===== src/verilog/usb_tx_pkg.sv =====
// ***********************************************************
// usb full speed transmit constants and PID codes
// all multi-bit fields go on the line lsb first
// ***********************************************************
package usb_tx_pkg;

  // field widths
  localparam int PID_W  = 8;
  localparam int SYNC_W = 8;
  localparam int ADDR_W = 7;
  localparam int ENDP_W = 4;
  localparam int DATA_W = 64;

  // serializer bit counter has to reach the longest field
  localparam int BIT_CNT_W = $clog2(DATA_W);

  // packet shift register holds sync, pid and the widest payload
  localparam int PKT_SHIFT_W = DATA_W + PID_W + SYNC_W;
  localparam int TOKEN_PAD_W = DATA_W - ADDR_W - ENDP_W;

  // seven 0s and then a 1 when sent lsb first
  localparam logic [SYNC_W-1:0] SYNC_PATTERN = 8'b1000_0000;

  // token crc x^5+x^2+1
  localparam int                CRC5_W    = 5;
  localparam logic [CRC5_W-1:0] CRC5_POLY = 5'b0_0101;

  // data crc x^16+x^15+x^2+1
  localparam int                 CRC16_W    = 16;
  localparam logic [CRC16_W-1:0] CRC16_POLY = 16'h8005;

  // bit stuffing after this many 1s in a row
  localparam int STUFF_RUN   = 6;
  localparam int STUFF_CNT_W = $clog2(STUFF_RUN + 1);

  // end of packet is this many SE0 cycles then one J
  localparam int EOP_SE0_CYCLES = 2;
  localparam int EOP_CNT_W      = $clog2(EOP_SE0_CYCLES + 1);

  typedef enum logic [PID_W-1:0] {
    OUT   = 8'hE1,
    IN    = 8'h69,
    DATA0 = 8'hC3,
    ACK   = 8'hD2,
    NAK   = 8'h5A
  } pid_t;

endpackage : usb_tx_pkg


===== src/verilog/usb_crc_gen.sv =====
// ***********************************************************
// serial crc, message bits go in msb of the remainder first
// emit must last exactly CRC_W shift cycles to refill with 1s
// ***********************************************************
`timescale 1ns/10ps

module usb_crc_gen #(
  parameter int               CRC_W = 5,
  parameter logic [CRC_W-1:0] POLY  = '0
) (
  input  logic clk,
  input  logic rst_L,
  input  logic clr,
  input  logic shift,
  input  logic emit,
  input  logic data_in,
  output logic crc_bit
);

  logic [CRC_W-1:0] rem;
  logic [CRC_W-1:0] rem_nxt;
  logic             fb;

  assign fb = rem[CRC_W-1] ^ data_in;

  always_comb begin
    if (emit) begin
      // shift the remainder out and back-fill with 1s
      rem_nxt = {rem[CRC_W-2:0], 1'b1};
    end else begin
      rem_nxt = {rem[CRC_W-2:0], 1'b0} ^ (fb ? POLY : '0);
    end
  end

  always_ff @(posedge clk, negedge rst_L) begin
    if (!rst_L) begin
      rem <= '1;
    end else if (clr) begin
      rem <= '1;
    end else if (shift) begin
      rem <= rem_nxt;
    end
  end

  // usb sends the ones complement of the remainder
  assign crc_bit = ~rem[CRC_W-1];

endmodule : usb_crc_gen


===== src/verilog/usb_pkt_serializer.sv =====
// ***********************************************************
// one packet at a time, fields must hold until pkt_ready
// unknown pids go out as sync and pid only
// ***********************************************************
`timescale 1ns/10ps

module usb_pkt_serializer import usb_tx_pkg::*; (
  input  logic              clk,
  input  logic              rst_L,
  input  logic              pkt_valid,
  output logic              pkt_ready,
  input  pid_t              pkt_pid,
  input  logic [ADDR_W-1:0] pkt_addr,
  input  logic [ENDP_W-1:0] pkt_endp,
  input  logic [DATA_W-1:0] pkt_data,
  input  logic              stall,
  input  logic              tx_done,
  output logic              raw_valid,
  output logic              raw_bit,
  output logic              raw_last
);

  typedef enum logic [3:0] {
    IDLE, SYNC, PID, ADDR, ENDP, CRC5, DATA, CRC16, WAIT_DONE
  } ser_state_t;

  ser_state_t             state;
  pid_t                   pid_q;
  logic [PKT_SHIFT_W-1:0] shift_q;
  logic [BIT_CNT_W-1:0]   bit_cnt;
  logic [BIT_CNT_W-1:0]   last_idx;
  logic                   accept;
  logic                   sending;
  logic                   shift_en;
  logic                   field_end;
  logic                   is_last;
  logic                   nxt_bit;
  logic                   crc5_shift;
  logic                   crc16_shift;
  logic                   crc5_bit;
  logic                   crc16_bit;

  assign pkt_ready = (state == IDLE);
  assign accept    = pkt_valid && pkt_ready;
  assign sending   = (state != IDLE) && (state != WAIT_DONE);
  assign shift_en  = state inside {SYNC, PID, ADDR, ENDP, DATA};

  // last bit index of the current field
  always_comb begin
    case (state)
      SYNC:    last_idx = BIT_CNT_W'(SYNC_W - 1);
      PID:     last_idx = BIT_CNT_W'(PID_W - 1);
      ADDR:    last_idx = BIT_CNT_W'(ADDR_W - 1);
      ENDP:    last_idx = BIT_CNT_W'(ENDP_W - 1);
      CRC5:    last_idx = BIT_CNT_W'(CRC5_W - 1);
      DATA:    last_idx = BIT_CNT_W'(DATA_W - 1);
      CRC16:   last_idx = BIT_CNT_W'(CRC16_W - 1);
      default: last_idx = '0;
    endcase
  end

  assign field_end = (bit_cnt == last_idx);

  // a packet closes on a crc end or on a bare pid
  always_comb begin
    is_last = 1'b0;
    if (field_end) begin
      case (state)
        CRC5, CRC16: is_last = 1'b1;
        PID:         is_last = !(pid_q inside {OUT, IN, DATA0});
        default:     is_last = 1'b0;
      endcase
    end
  end

  always_comb begin
    case (state)
      CRC5:    nxt_bit = crc5_bit;
      CRC16:   nxt_bit = crc16_bit;
      default: nxt_bit = shift_q[0];
    endcase
  end

  always_ff @(posedge clk, negedge rst_L) begin
    if (!rst_L) begin
      state     <= IDLE;
      bit_cnt   <= '0;
      raw_valid <= 1'b0;
      raw_last  <= 1'b0;
    end else if (!stall) begin
      raw_valid <= sending;
      raw_last  <= is_last;
      bit_cnt   <= field_end ? '0 : bit_cnt + 1'b1;
      case (state)
        IDLE:      if (accept) state <= SYNC;
        SYNC:      if (field_end) state <= PID;
        PID: begin
          if (field_end) begin
            case (pid_q)
              OUT, IN: state <= ADDR;
              DATA0:   state <= DATA;
              default: state <= WAIT_DONE;
            endcase
          end
        end
        ADDR:      if (field_end) state <= ENDP;
        ENDP:      if (field_end) state <= CRC5;
        CRC5:      if (field_end) state <= WAIT_DONE;
        DATA:      if (field_end) state <= CRC16;
        CRC16:     if (field_end) state <= WAIT_DONE;
        WAIT_DONE: if (tx_done) state <= IDLE;
        default:   state <= IDLE;
      endcase
    end
  end

  // sync sits in the low bits so everything leaves lsb first
  always_ff @(posedge clk) begin
    if (accept) begin
      pid_q <= pkt_pid;
      if (pkt_pid == DATA0) begin
        shift_q <= {pkt_data, pkt_pid, SYNC_PATTERN};
      end else begin
        shift_q <= {{TOKEN_PAD_W{1'b0}}, pkt_endp, pkt_addr, pkt_pid, SYNC_PATTERN};
      end
    end else if (!stall && shift_en) begin
      shift_q <= shift_q >> 1;
    end
    if (!stall) begin
      raw_bit <= nxt_bit;
    end
  end

  assign crc5_shift  = !stall && (state inside {ADDR, ENDP, CRC5});
  assign crc16_shift = !stall && (state inside {DATA, CRC16});

  usb_crc_gen #(.CRC_W(CRC5_W), .POLY(CRC5_POLY)) u_crc5 (
    .clk     (clk),
    .rst_L   (rst_L),
    .clr     (accept),
    .shift   (crc5_shift),
    .emit    (state == CRC5),
    .data_in (shift_q[0]),
    .crc_bit (crc5_bit)
  );

  usb_crc_gen #(.CRC_W(CRC16_W), .POLY(CRC16_POLY)) u_crc16 (
    .clk     (clk),
    .rst_L   (rst_L),
    .clr     (accept),
    .shift   (crc16_shift),
    .emit    (state == CRC16),
    .data_in (shift_q[0]),
    .crc_bit (crc16_bit)
  );

endmodule : usb_pkt_serializer


===== src/verilog/usb_bit_stuffer.sv =====
// ***********************************************************
// raw bits are taken only while stall is low
// ***********************************************************
`timescale 1ns/10ps

module usb_bit_stuffer import usb_tx_pkg::*; (
  input  logic clk,
  input  logic rst_L,
  input  logic raw_valid,
  input  logic raw_bit,
  input  logic raw_last,
  output logic stall,
  output logic line_valid,
  output logic line_bit,
  output logic line_last
);

  logic [STUFF_CNT_W-1:0] run_cnt;
  logic                   last_pend;
  logic                   run_done;

  // this 1 completes a run
  assign run_done = raw_bit && (run_cnt == STUFF_CNT_W'(STUFF_RUN - 1));

  always_ff @(posedge clk, negedge rst_L) begin
    if (!rst_L) begin
      run_cnt    <= '0;
      stall      <= 1'b0;
      last_pend  <= 1'b0;
      line_valid <= 1'b0;
      line_last  <= 1'b0;
    end else if (stall) begin
      // stuffed 0 goes out, end marker moves onto it if pending
      run_cnt    <= '0;
      stall      <= 1'b0;
      last_pend  <= 1'b0;
      line_valid <= 1'b1;
      line_last  <= last_pend;
    end else if (raw_valid) begin
      line_valid <= 1'b1;
      if (run_done) begin
        run_cnt   <= '0;
        stall     <= 1'b1;
        last_pend <= raw_last;
        line_last <= 1'b0;
      end else begin
        run_cnt   <= raw_bit ? run_cnt + 1'b1 : '0;
        line_last <= raw_last;
      end
    end else begin
      run_cnt    <= '0;
      line_valid <= 1'b0;
      line_last  <= 1'b0;
    end
  end

  always_ff @(posedge clk) begin
    line_bit <= stall ? 1'b0 : raw_bit;
  end

endmodule : usb_bit_stuffer


===== src/verilog/usb_line_driver.sv =====
// ***********************************************************
// expects an unbroken line_valid stream for the whole packet
// ***********************************************************
`timescale 1ns/10ps

module usb_line_driver import usb_tx_pkg::*; (
  input  logic clk,
  input  logic rst_L,
  input  logic line_valid,
  input  logic line_bit,
  input  logic line_last,
  output logic dp,
  output logic dm,
  output logic oe,
  output logic tx_done
);

  typedef enum logic [1:0] {
    IDLE, DATA, SE0, EOP_J
  } drv_state_t;

  drv_state_t           state;
  logic                 level;
  logic                 last_q;
  logic                 level_nxt;
  logic [EOP_CNT_W-1:0] se0_cnt;

  // nrzi, a 0 flips the line and a 1 keeps it
  assign level_nxt = line_bit ? level : ~level;

  always_ff @(posedge clk, negedge rst_L) begin
    if (!rst_L) begin
      state   <= IDLE;
      level   <= 1'b1;
      last_q  <= 1'b0;
      se0_cnt <= '0;
    end else begin
      case (state)
        IDLE: begin
          if (line_valid) begin
            state  <= DATA;
            level  <= level_nxt;
            last_q <= line_last;
          end
        end
        DATA: begin
          if (last_q) begin
            // back to J so the next packet starts clean
            state   <= SE0;
            level   <= 1'b1;
            last_q  <= 1'b0;
            se0_cnt <= '0;
          end else if (line_valid) begin
            level  <= level_nxt;
            last_q <= line_last;
          end
        end
        SE0: begin
          if (se0_cnt == EOP_CNT_W'(EOP_SE0_CYCLES - 1)) begin
            state <= EOP_J;
          end else begin
            se0_cnt <= se0_cnt + 1'b1;
          end
        end
        EOP_J:   state <= IDLE;
        default: state <= IDLE;
      endcase
    end
  end

  always_comb begin
    oe      = (state != IDLE);
    tx_done = (state == EOP_J);
    // J unless sending data or SE0
    dp      = 1'b1;
    dm      = 1'b0;
    if (state == DATA) begin
      dp = level;
      dm = ~level;
    end else if (state == SE0) begin
      dp = 1'b0;
      dm = 1'b0;
    end
  end

endmodule : usb_line_driver


===== src/verilog/usb_tx_top.sv =====
// ***********************************************************
// usb full speed host transmit path, dp/dm valid while oe high
// ***********************************************************
`timescale 1ns/10ps

module usb_tx_top import usb_tx_pkg::*; (
  input  logic              clk,
  input  logic              rst_L,
  input  logic              pkt_valid,
  output logic              pkt_ready,
  input  pid_t              pkt_pid,
  input  logic [ADDR_W-1:0] pkt_addr,
  input  logic [ENDP_W-1:0] pkt_endp,
  input  logic [DATA_W-1:0] pkt_data,
  output logic              dp,
  output logic              dm,
  output logic              oe,
  output logic              tx_done
);

  logic stall;
  logic raw_valid;
  logic raw_bit;
  logic raw_last;
  logic line_valid;
  logic line_bit;
  logic line_last;

  usb_pkt_serializer u_serializer (
    .clk       (clk),
    .rst_L     (rst_L),
    .pkt_valid (pkt_valid),
    .pkt_ready (pkt_ready),
    .pkt_pid   (pkt_pid),
    .pkt_addr  (pkt_addr),
    .pkt_endp  (pkt_endp),
    .pkt_data  (pkt_data),
    .stall     (stall),
    .tx_done   (tx_done),
    .raw_valid (raw_valid),
    .raw_bit   (raw_bit),
    .raw_last  (raw_last)
  );

  usb_bit_stuffer u_stuffer (
    .clk        (clk),
    .rst_L      (rst_L),
    .raw_valid  (raw_valid),
    .raw_bit    (raw_bit),
    .raw_last   (raw_last),
    .stall      (stall),
    .line_valid (line_valid),
    .line_bit   (line_bit),
    .line_last  (line_last)
  );

  usb_line_driver u_line_driver (
    .clk        (clk),
    .rst_L      (rst_L),
    .line_valid (line_valid),
    .line_bit   (line_bit),
    .line_last  (line_last),
    .dp         (dp),
    .dm         (dm),
    .oe         (oe),
    .tx_done    (tx_done)
  );

endmodule : usb_tx_top


===== config.mk =====
export PLATFORM = sky130hd
export DESIGN_NAME = usb_tx_top
export DESIGN_NICKNAME = d
export VERILOG_FILES = /design/src/verilog/usb_tx_pkg.sv /design/src/verilog/usb_crc_gen.sv /design/src/verilog/usb_pkt_serializer.sv /design/src/verilog/usb_bit_stuffer.sv /design/src/verilog/usb_line_driver.sv /design/src/verilog/usb_tx_top.sv
export SDC_FILE = /design/constraint.sdc
export NUM_CORES = 1
export LEC_CHECK = 0
export CAP_MARGIN = 10
export CORE_ASPECT_RATIO = 2
export CORE_MARGIN = 4
export CORE_UTILIZATION = 30
export CTS_CLUSTER_SIZE = 40
export DETAILED_ROUTE_END_ITERATION = 16
export DONT_BUFFER_PORTS = 1
export GPL_TIMING_DRIVEN = 0
export HOLD_SLACK_MARGIN = 0.15
export PLACE_DENSITY_LB_ADDON = 0.25
export SYNTH_ARGS = -nofsm -noshare
export SYNTH_HDL_FRONTEND = slang
export SYNTH_SLANG_ARGS = --single-unit

===== constraint.sdc =====
create_clock -name clk -period 9.1 [get_ports clk]
set_input_delay 1.365 -clock clk [delete_from_list [all_inputs] [get_ports clk]]
set_output_delay 1.365 -clock clk [all_outputs]
set_load 0.01 [all_outputs]

==> out/results.txt, run 1 <==
Detailed-route via count = 3970
Diodes inserted = 0
Row count = 73
Fin crit share = 0.3301
Leakage = 2.827 nW
Initial DRC count = 154
Clk Tree Root Cell = clkbuf_16
First-pass GRT wire length = 21.25 mm
Endpoints failing hold = 0
Cells after Synth = 504
Num CTS Buffers = 17
Die width = 109.4 um
Most common cell after layout, fill and taps aside = edfxtp_1
Synth warn = 0
Layout cells sized above 1 = 0.1524
Die Y = 210.7 um
Area Overhead vs Synth = 16.48%
Largest net degree at the start of global routing = 47
Routability cong. = 0.8142
Worst Skew = 0.007722 ns
Final WL = 13.24 mm
Int Pwr = 0.001907 W
Insertion delay to the later sink of the worst-skew pair = 0.41 ns
TritonRoute pass-1 iters = 4
Switching power = 0.0008339 W
Fill count = 2024
Final #Nets = 619
Setup Buffers After CTS = 0
Total GRT Usage = 0.1191
Critical path type = reg2out
Worst vdd ir = 337.2 uV
RSZ-0062 raised after global routing = false
Crit path DAT = 1.64 ns
Clock-pin slew on the worst setup and hold paths = 0.06 ns
Max-cap violations = 0
WP data required = 7.74 ns
Outcome = finished, final reports clean
Antenna violations before repair = 0
I/O Buffers = 0
Clock share of power = 0.273
Vias in the first global route = 4235
Met2 WL = 7.408 mm
CTS Hold Bufs = 0
Primary FF master, synth = edfxtp_1
Post-synth net total = 598
H-tree levels = 4
Slew @ Worst Pin = 0.9646 ns
Post-synthesis area per instance = 12.23 um^2
Seq cells post-synth = 136
Commonest non-fill, non-tap cells in the layout = edfxtp_1 (89), nand2_1 (80), a22o_1 (54), o21ai_0 (34), nor2_1 (25)
EDFF count, synth = 89
DRT met1 WL = 5.004 mm
Max FO, Critical Path = 5
Cell area after synthesis = 0.006163 mm^2
DR WL/cell = 16.55 um
DR top layer = met4
Die area = 0.02304 mm^2
PostCTS Resize Cnt = 0
Synth cell types = 56
Register Area = 0.003871 mm^2
Final Slew Violations = 0
CTS Sinks = 136
Area share of the largest cell type after synthesis = 0.4336
Crit path time final = 3.004 ns
Endpoints failing setup = 0
Max Freq = 332.9 MHz
Async set-reset flop share out of synthesis = 0.3382
Hold slack final = 0.4511 ns
Sw Share = 0.3042
Combinational power share = 0.291
Initial Util = 0.3067
Number of remaining DRC errors = 0
Hpwl dp = 9.520 mm
Core ar. = 0.02009 mm^2
Met3 WL post-DR = 651 um
Top cells by area, synth = edfxtp_1 (43%), dfrtp_1 (9.7%), dfstp_2 (9.4%)
GR Overflow Total = 0
Post-synthesis sequential area ratio = 0.6281
Power density cells = 381.8 mW/mm^2
Power share of the sequential group = 0.436
Largest area contributor in the synthesized netlist = edfxtp_1
Hold/Removal Path Class = reg2reg
Multi-input logic area = 0.002111 mm^2
Antenna-violating nets left = 0
CP Capture Type = output port
Design Power = 0.002741 W
TritonCTS clock tree = yes
Clock Tree Buf Depth = 2
Slew Limit Headroom = 0.3520
Vias per inst = 4.963
CP Launch Type = register
Fin Setup TNS = 0 ns
Io pins = 91
==> layout make-up <==
type                    count  share of cell area
clock inverters             9             0.02266
plain buffers              31             0.02056
flip-flops and latches    136              0.5392
repair buffers              2            0.005577
multi-input cells         326              0.2940
clock buffers              23             0.06657
inverters                  11            0.005751
well taps                 262             0.04566
==> worst paths after layout <==
| kind | start | endpoint | slack, ns | cells past startpoint |
|---|---|---|---|---|
| setup / recovery | u_line_driver.state[1] | dp | 6.10 | 5 |
| hold / removal | u_serializer.u_crc16.rem[11] | u_serializer.u_crc16.rem[12] | 0.45 | 2 |
| setup reg to reg | u_serializer.state[2] | u_serializer.shift_q[50] | 6.40 | 7 |
| hold reg to reg | u_serializer.u_crc16.rem[11] | u_serializer.u_crc16.rem[12] | 0.45 | 2 |
| max in group asynchronous | rst_L | u_serializer.u_crc16.rem[5] | 8.26 | 0 |
| min in group asynchronous | rst_L | u_serializer.state[0] | 0.64 | 0 |
==> through the flow <==
step                setup slack [ns]    util  std cells  cell area, um^2
global placement               2.309  0.3230        766             6491
global route                   5.945  0.3573        800             7179
floorplan                      3.640       -        504             6163
detailed placement             6.183  0.3254        768             6539
finish                         6.096  0.3573        800             7179
CTS                            6.055  0.3573        800             7179
==> routing by layer <==
metal | GRT usage | up-vias
li1 | - | 1905
met1 | 0.1254 | 1958
met2 | 0.2138 | 96
met3 | 0.03701 | 11
met4 | 0.05080 | 0
met5 | 0 | -
==> state kept, by name, indices dropped and copies added (netlist names), 2 cells and up <==
| name | count |
|---|---|
| u_stuffer.run_cnt | 3 |
| u_serializer.state | 4 |
| u_serializer.pid_q | 8 |
| u_serializer.u_crc16.rem | 16 |
| u_serializer.u_crc5.rem | 5 |
| u_serializer.shift_q | 80 |
| u_line_driver.se0_cnt | 2 |
| u_line_driver.state | 2 |
| u_serializer.bit_cnt | 6 |
==> synth_stat cells, types with 4 or more instances <==
library cell  instances
dfstp_2              22
and2_1                9
nand2b_1              9
clkbuf_1             16
nand3_1               6
buf_2                13
nand2_1              80
xor2_1                5
mux2i_1              20
a21oi_1              10
nor2_1               26
o21ai_0              34
edfxtp_1             89
nor3_1                7
ha_1                  8
inv_1                10
nor2b_1               4
a22o_1               54
dfrtp_1              24
==> logic make-up after synthesis <==
kind of cell	Yosys count	synth area share
AOI/OAI and AO/OA	126	0.1512
xor gates and xnor gates	8	0.01137
adders and majority gates	8	0.01624
buffers and inverters	42	0.03065
DFF	136	0.6281
muxes	23	0.03796
and+or+nand+nor	161	0.1244
==> power groups by stage <==
stage                     logic [W]  registers, W  clock network [W]
final                      0.000797       0.00119           0.000749
after global routing       0.000895       0.00123           0.000794
after CTS                  0.000812       0.00120           0.000768
after floorplan            0.000606       0.00119                  0
after detailed placement   0.000812       0.00120                  0
after global placement     0.000738       0.00124                  0
==> worst max-delay path, cell delays in order, from the launching register on <==
cell and delay [ns]:
dfrtp_1 0.41, inv_1 0.11, ha_1 0.23, inv_1 0.10, nor2_1 0.25, a21oi_1 0.13
Power figures use the tool's default switching activity.
==> run 2, diff against run 1 <==
==> constraint.sdc (replaced) <==
create_clock -name clk -period 3.1 [get_ports clk]
set_input_delay 0.465 -clock clk [delete_from_list [all_inputs] [get_ports clk]]
set_output_delay 0.465 -clock clk [all_outputs]
set_load 0.01 [all_outputs]
==> out/results.txt, run 2 (same netlist as run 1, synthesis figures left out) <==
CTS Sinks = 136
Outcome = finished, final reports clean
CP Launch Type = register
Initial Util = 0.3067
Detailed-route via count = 4051
Commonest non-fill, non-tap cells in the layout = edfxtp_1 (89), nand2_1 (80), a22o_1 (54), o21ai_0 (34), nor2_1 (25)
Hold path start = pkt_pid[6]
TritonCTS clock tree = yes
Slew Limit Headroom = 0.3508
Power density cells = 1079 mW/mm^2
Die Y = 210.7 um
Crit Reg-Reg Endpoint = u_serializer.shift_q[44]
Row count = 73
Largest register FFs = 80
Clock-pin slew on the worst setup and hold paths = 0.06 ns
CTS Hold Bufs = 10
Design Power = 0.007778 W
Insertion delay to the later sink of the worst-skew pair = 0.41 ns
Area Overhead vs Synth = 17.01%
Final #Nets = 629
Int Pwr = 0.005307 W
Total GRT Usage = 0.1235
Worst vdd ir = 716.4 uV
TritonRoute pass-1 iters = 4
CP max stage cell = nor4_2
Fin crit share = 0.8732
Critical path type = reg2reg
CP Capture Type = register
Vias per inst = 5.001
Worst path cell trace = buf_6 > buf_2 > nor4_2 > nand2_1 > nor2_2 > buf_2 > a22o_1
DR WL/cell = 16.61 um
CP Buf/Inv Count = 3
Hold slack final = 0.2355 ns
Number of remaining DRC errors = 0
Finished Core Util = 0.3589
Antenna-violating nets left = 0
R2r startpoint = u_serializer.state[1]
Num CTS Buffers = 17
Clock share of power = 0.243
Most common cell after layout, fill and taps aside = edfxtp_1
Leakage = 2.835 nW
Endpoints failing hold = 0
Worst Skew = 0.008061 ns
First-pass GRT wire length = 22.31 mm
Final WS setup = 0.3932 ns
Hold Path Sink = u_serializer.shift_q[14]
Final Slew Violations = 0
Io pins = 91
Antenna violations before repair = 0
Reg2Reg Setup Slack = 0.39 ns
Diodes inserted = 0
Max Freq = 369.4 MHz
PostCTS Resize Cnt = 0
Combinational power share = 0.305
Initial DRC count = 234
Die area = 0.02304 mm^2
Hpwl dp = 9.581 mm
Biggest register = u_serializer.shift_q
Routability cong. = 0.8209
Vias in the first global route = 4452
Worst R2R Path Depth = 7
I/O Buffers = 0
Clock Tree Buf Depth = 2
Non-Filler Instances = 810
Setup WS pre-CTS = 0.2852 ns
Power share of the sequential group = 0.452
Layout cells sized above 1 = 0.1515
Die width = 109.4 um
Hold/Removal Path Class = in2reg
Crit path DAT = 2.98 ns
GR Overflow Total = 0
Slew @ Worst Pin = 0.9663 ns
Switching power = 0.002471 W
Max FO, Critical Path = 10
Fill count = 2040
Setup Buffers After CTS = 0
Final WL = 13.45 mm
Largest regs = u_serializer.shift_q (80), u_serializer.u_crc16.rem (16), u_serializer.pid_q (8)
RSZ-0062 raised after global routing = false
Crit path time final = 2.707 ns
Crit path largest cell delay = 0.52 ns
WP data required = 3.37 ns
Endpoints failing setup = 0
DP Cell Count = 768
Largest net degree at the start of global routing = 47
H-tree levels = 4
Clk Tree Root Cell = clkbuf_16
Crit-path leading delay family = simple AND/OR/NAND/NOR gates
Sw Share = 0.3177
Hold depth = 2
Max-cap violations = 0
Most common cell on crit path = buf_2
Core ar. = 0.02009 mm^2
-- run 2: cell count changes in the layout (fill, tap and decap cells not counted), moves of 2 or more --
cell,change
bufinv_16,-3
dlygate4sd3_1,+9
clkbuf_8,-3
buf_16,+2
inv_6,+2
clkinv_1,+3
clkinv_2,+3
clkbuf_1,-3
clkinvlp_4,+2
-- run 2: final cells by class --
cell class                      count  area [um^2]  area share
Buffer                             31        147.6     0.02047
Clock buffer                       17        425.4     0.05899
Clock inverter                     15        122.6     0.01700
Inverter                           11        41.29    0.005725
Multi-Input combinational cell    326         2111      0.2927
Sequential cell                   136         3871      0.5368
Tap cell                          262        327.8     0.04545
Timing Repair Buffer               12        165.2     0.02290
-- run 2: per-stage QoR --
step / area [um^2] / setup TNS [ns]
final: 7212 / 0
after global routing: 7212 / 0
after CTS: 7212 / 0
after detailed placement: 6546 / 0
after global placement: 6499 / -10.12
after floorplan: 6171 / 0
-- run 2: power by group through the flow --
stage	Sequential (W)	Combinational [W]	Clock, W
after global routing	0.00361	0.00267	0.00204
final	0.00351	0.00237	0.00189
after global placement	0.00356	0.00218	0
after floorplan	0.00344	0.00179	0
after CTS	0.00353	0.00242	0.00195
after detailed placement	0.00353	0.00239	0
-- run 2: routing by layer --
layer	wire [um]	GRT usage	vias up
li1	-	-	1922
met5	0	0	-
met1	5021	0.1276	2014
met4	202	0.04520	0
met3	532	0.03059	13
met2	7695	0.2332	102
-- run 2: worst register-to-register path, stage by stage, from the launching register on --
cell,delay [ns]
dfrtp_1,0.37
buf_6,0.14
buf_2,0.18
nor4_2,0.52
nand2_1,0.43
nor2_2,0.48
buf_2,0.30
a22o_1,0.16
-- run 2: worst max path at each step --
| stage | cells past startpoint | slack, ns | endpoint | startpoint |
|---|---|---|---|---|
| floorplan | 6 | 0.49 | u_serializer.shift_q[0] | u_serializer.state[0] |
| global placement | 4 | -0.13 | u_serializer.shift_q[52] | u_stuffer.stall |
| detailed placement | 7 | 0.29 | u_serializer.shift_q[64] | u_serializer.state[1] |
| CTS | 7 | 0.26 | u_serializer.shift_q[54] | u_serializer.state[1] |
| global route | 7 | 0.18 | u_serializer.shift_q[54] | u_serializer.state[2] |
| finish | 7 | 0.39 | u_serializer.shift_q[44] | u_serializer.state[1] |
==> run 3, diff against run 2 <==
--- a/config.mk
+++ b/config.mk
@@ -6,6 +6,8 @@
 export NUM_CORES = 1
 export LEC_CHECK = 0
 export CAP_MARGIN = 10
+export CELL_PAD_IN_SITES_DETAIL_PLACEMENT = 1
+export CELL_PAD_IN_SITES_GLOBAL_PLACEMENT = 1
 export CORE_ASPECT_RATIO = 2
 export CORE_MARGIN = 4
 export CORE_UTILIZATION = 30
==> out/results.txt, run 3 (same netlist as run 1, synthesis figures left out) <==
Largest net degree at the start of global routing = 47
Endpoints failing setup = 0
Largest regs = u_serializer.shift_q (80), u_serializer.u_crc16.rem (16), u_serializer.pid_q (8)
Antenna-violating nets left = 0
First-pass GRT wire length = 23.20 mm
Commonest non-fill, non-tap cells in the layout = edfxtp_1 (89), nand2_1 (80), a22o_1 (54), o21ai_0 (34), nor2_1 (25)
Clk Tree Root Cell = clkbuf_16
CTS Sinks = 136
Clock Tree Buf Depth = 2
Design Power = 0.007867 W
Insertion delay to the later sink of the worst-skew pair = 0.41 ns
TritonRoute pass-1 iters = 4
Core ar. = 0.02009 mm^2
DP Cell Count = 768
CP Capture Type = register
DR WL/cell = 17.52 um
Number of remaining DRC errors = 0
Final #Nets = 629
Largest register FFs = 80
Die width = 109.4 um
Area Overhead vs Synth = 17.56%
Vias per inst = 4.956
TritonCTS clock tree = yes
Initial Util = 0.3067
Worst vdd ir = 469.6 uV
Fin Setup TNS = 0 ns
CP Launch Type = register
Die Y = 210.7 um
WP data required = 3.24 ns
Slew Limit Headroom = 0.3104
Worst Skew = 0.008748 ns
Hpwl dp = 10.42 mm
Leakage = 2.863 nW
Power density cells = 1086 mW/mm^2
CP Buf/Inv Count = 4
Final WL = 14.19 mm
Final Slew Violations = 0
Num CTS Buffers = 17
Most common cell after layout, fill and taps aside = edfxtp_1
Fin crit share = 0.8594
Fill count = 2217
Vias in the first global route = 4695
H-tree levels = 4
CP max stage cell = nor4_2
Biggest register = u_serializer.shift_q
Row count = 73
Detailed-route via count = 4014
Max FO, Critical Path = 10
Routability cong. = 0.7952
Finished Core Util = 0.3606
Diodes inserted = 0
Layout cells sized above 1 = 0.1551
Clock-pin slew on the worst setup and hold paths = 0.06 ns
Max-cap violations = 0
Hold slack final = 0.2337 ns
Endpoints failing hold = 0
I/O Buffers = 0
Setup Buffers After CTS = 0
PostCTS Resize Cnt = 0
Die area = 0.02304 mm^2
Antenna violations before repair = 0
GR Overflow Total = 0
Reg2Reg Setup Slack = 0.44 ns
Crit path time final = 2.664 ns
RSZ-0062 raised after global routing = false
Hold/Removal Path Class = in2reg
Crit path largest cell delay = 0.47 ns
Worst path cell trace = buf_6 > buf_2 > nor4_2 > nand2_1 > buf_2 > clkbuf_1 > nand2_1 > o21ai_0
Outcome = finished, final reports clean
Io pins = 91
Max Freq = 375.4 MHz
Initial DRC count = 170
Critical path type = reg2reg
Total GRT Usage = 0.1298
Crit-path leading delay family = simple AND/OR/NAND/NOR gates
Non-Filler Instances = 810
Slew @ Worst Pin = 1.026 ns
Crit path DAT = 2.80 ns
## run 3: cell types whose count changed in the layout (fill, tap and decap cells not counted), sizes merged
cell      change
bufinv        -1
clkbuf        +6
clkinv        -1
clkinvlp      -2
inv           -2
## run 3: power by group
group	internal [W]	total [W]	switching (W)
combinational	0.00101	0.00238	0.00137
clock	0.00121	0.00198	0.000768
sequential	0.00318	0.00351	0.000335
total	0.00540	0.00787	0.00247
## run 3: final cells by class
class / count / area (um^2) / area share
Sequential cell: 136 / 3871 / 0.5343
Tap cell: 262 / 327.8 / 0.04524
Timing Repair Buffer: 12 / 157.7 / 0.02176
Clock inverter: 9 / 57.56 / 0.007943
Buffer: 31 / 147.6 / 0.02038
Multi-Input combinational cell: 326 / 2111 / 0.2913
Clock buffer: 23 / 531.8 / 0.07339
Inverter: 11 / 41.29 / 0.005698
## run 3: layer usage
layer  part of all wire  vias to the layer above  wire length, um  track usage
met3              0.040                       13              569      0.03824
met4              0.014                        0              199      0.04563
met2               0.59                       71             8381       0.2513
met5                  0                        -                0            0
li1                   -                     1913                -            -
met1               0.36                     2017             5038       0.1251
## run 3: through the flow
step	setup WS (ns)	instance area, um^2
2_1_floorplan	0.4901	6171
4_1_cts	0.3224	7246
3_5_place_dp	0.3337	6539
5_1_grt	0.1755	7246
3_3_place_gp	-0.1328	6499
6_report	0.4360	7246
## run 3: worst paths after layout
path,depth (start not counted),from,end
hold reg to reg,2,u_serializer.u_crc16.rem[2],u_serializer.u_crc16.rem[3]
setup reg to reg,8,u_serializer.state[1],u_serializer.shift_q[22]
max in group asynchronous,2,rst_L,u_serializer.u_crc16.rem[6]
setup / recovery,8,u_serializer.state[1],u_serializer.shift_q[22]
hold / removal,2,pkt_pid[5],u_serializer.shift_q[13]
min in group asynchronous,2,rst_L,u_serializer.bit_cnt[3]
## run 3: repair_timing
action | 4_1_cts | 5_1_grt
setup endpoints to repair | 0 | 0
endpoints found under the hold margin | 54 | 0
hold buffers | 10 | 0
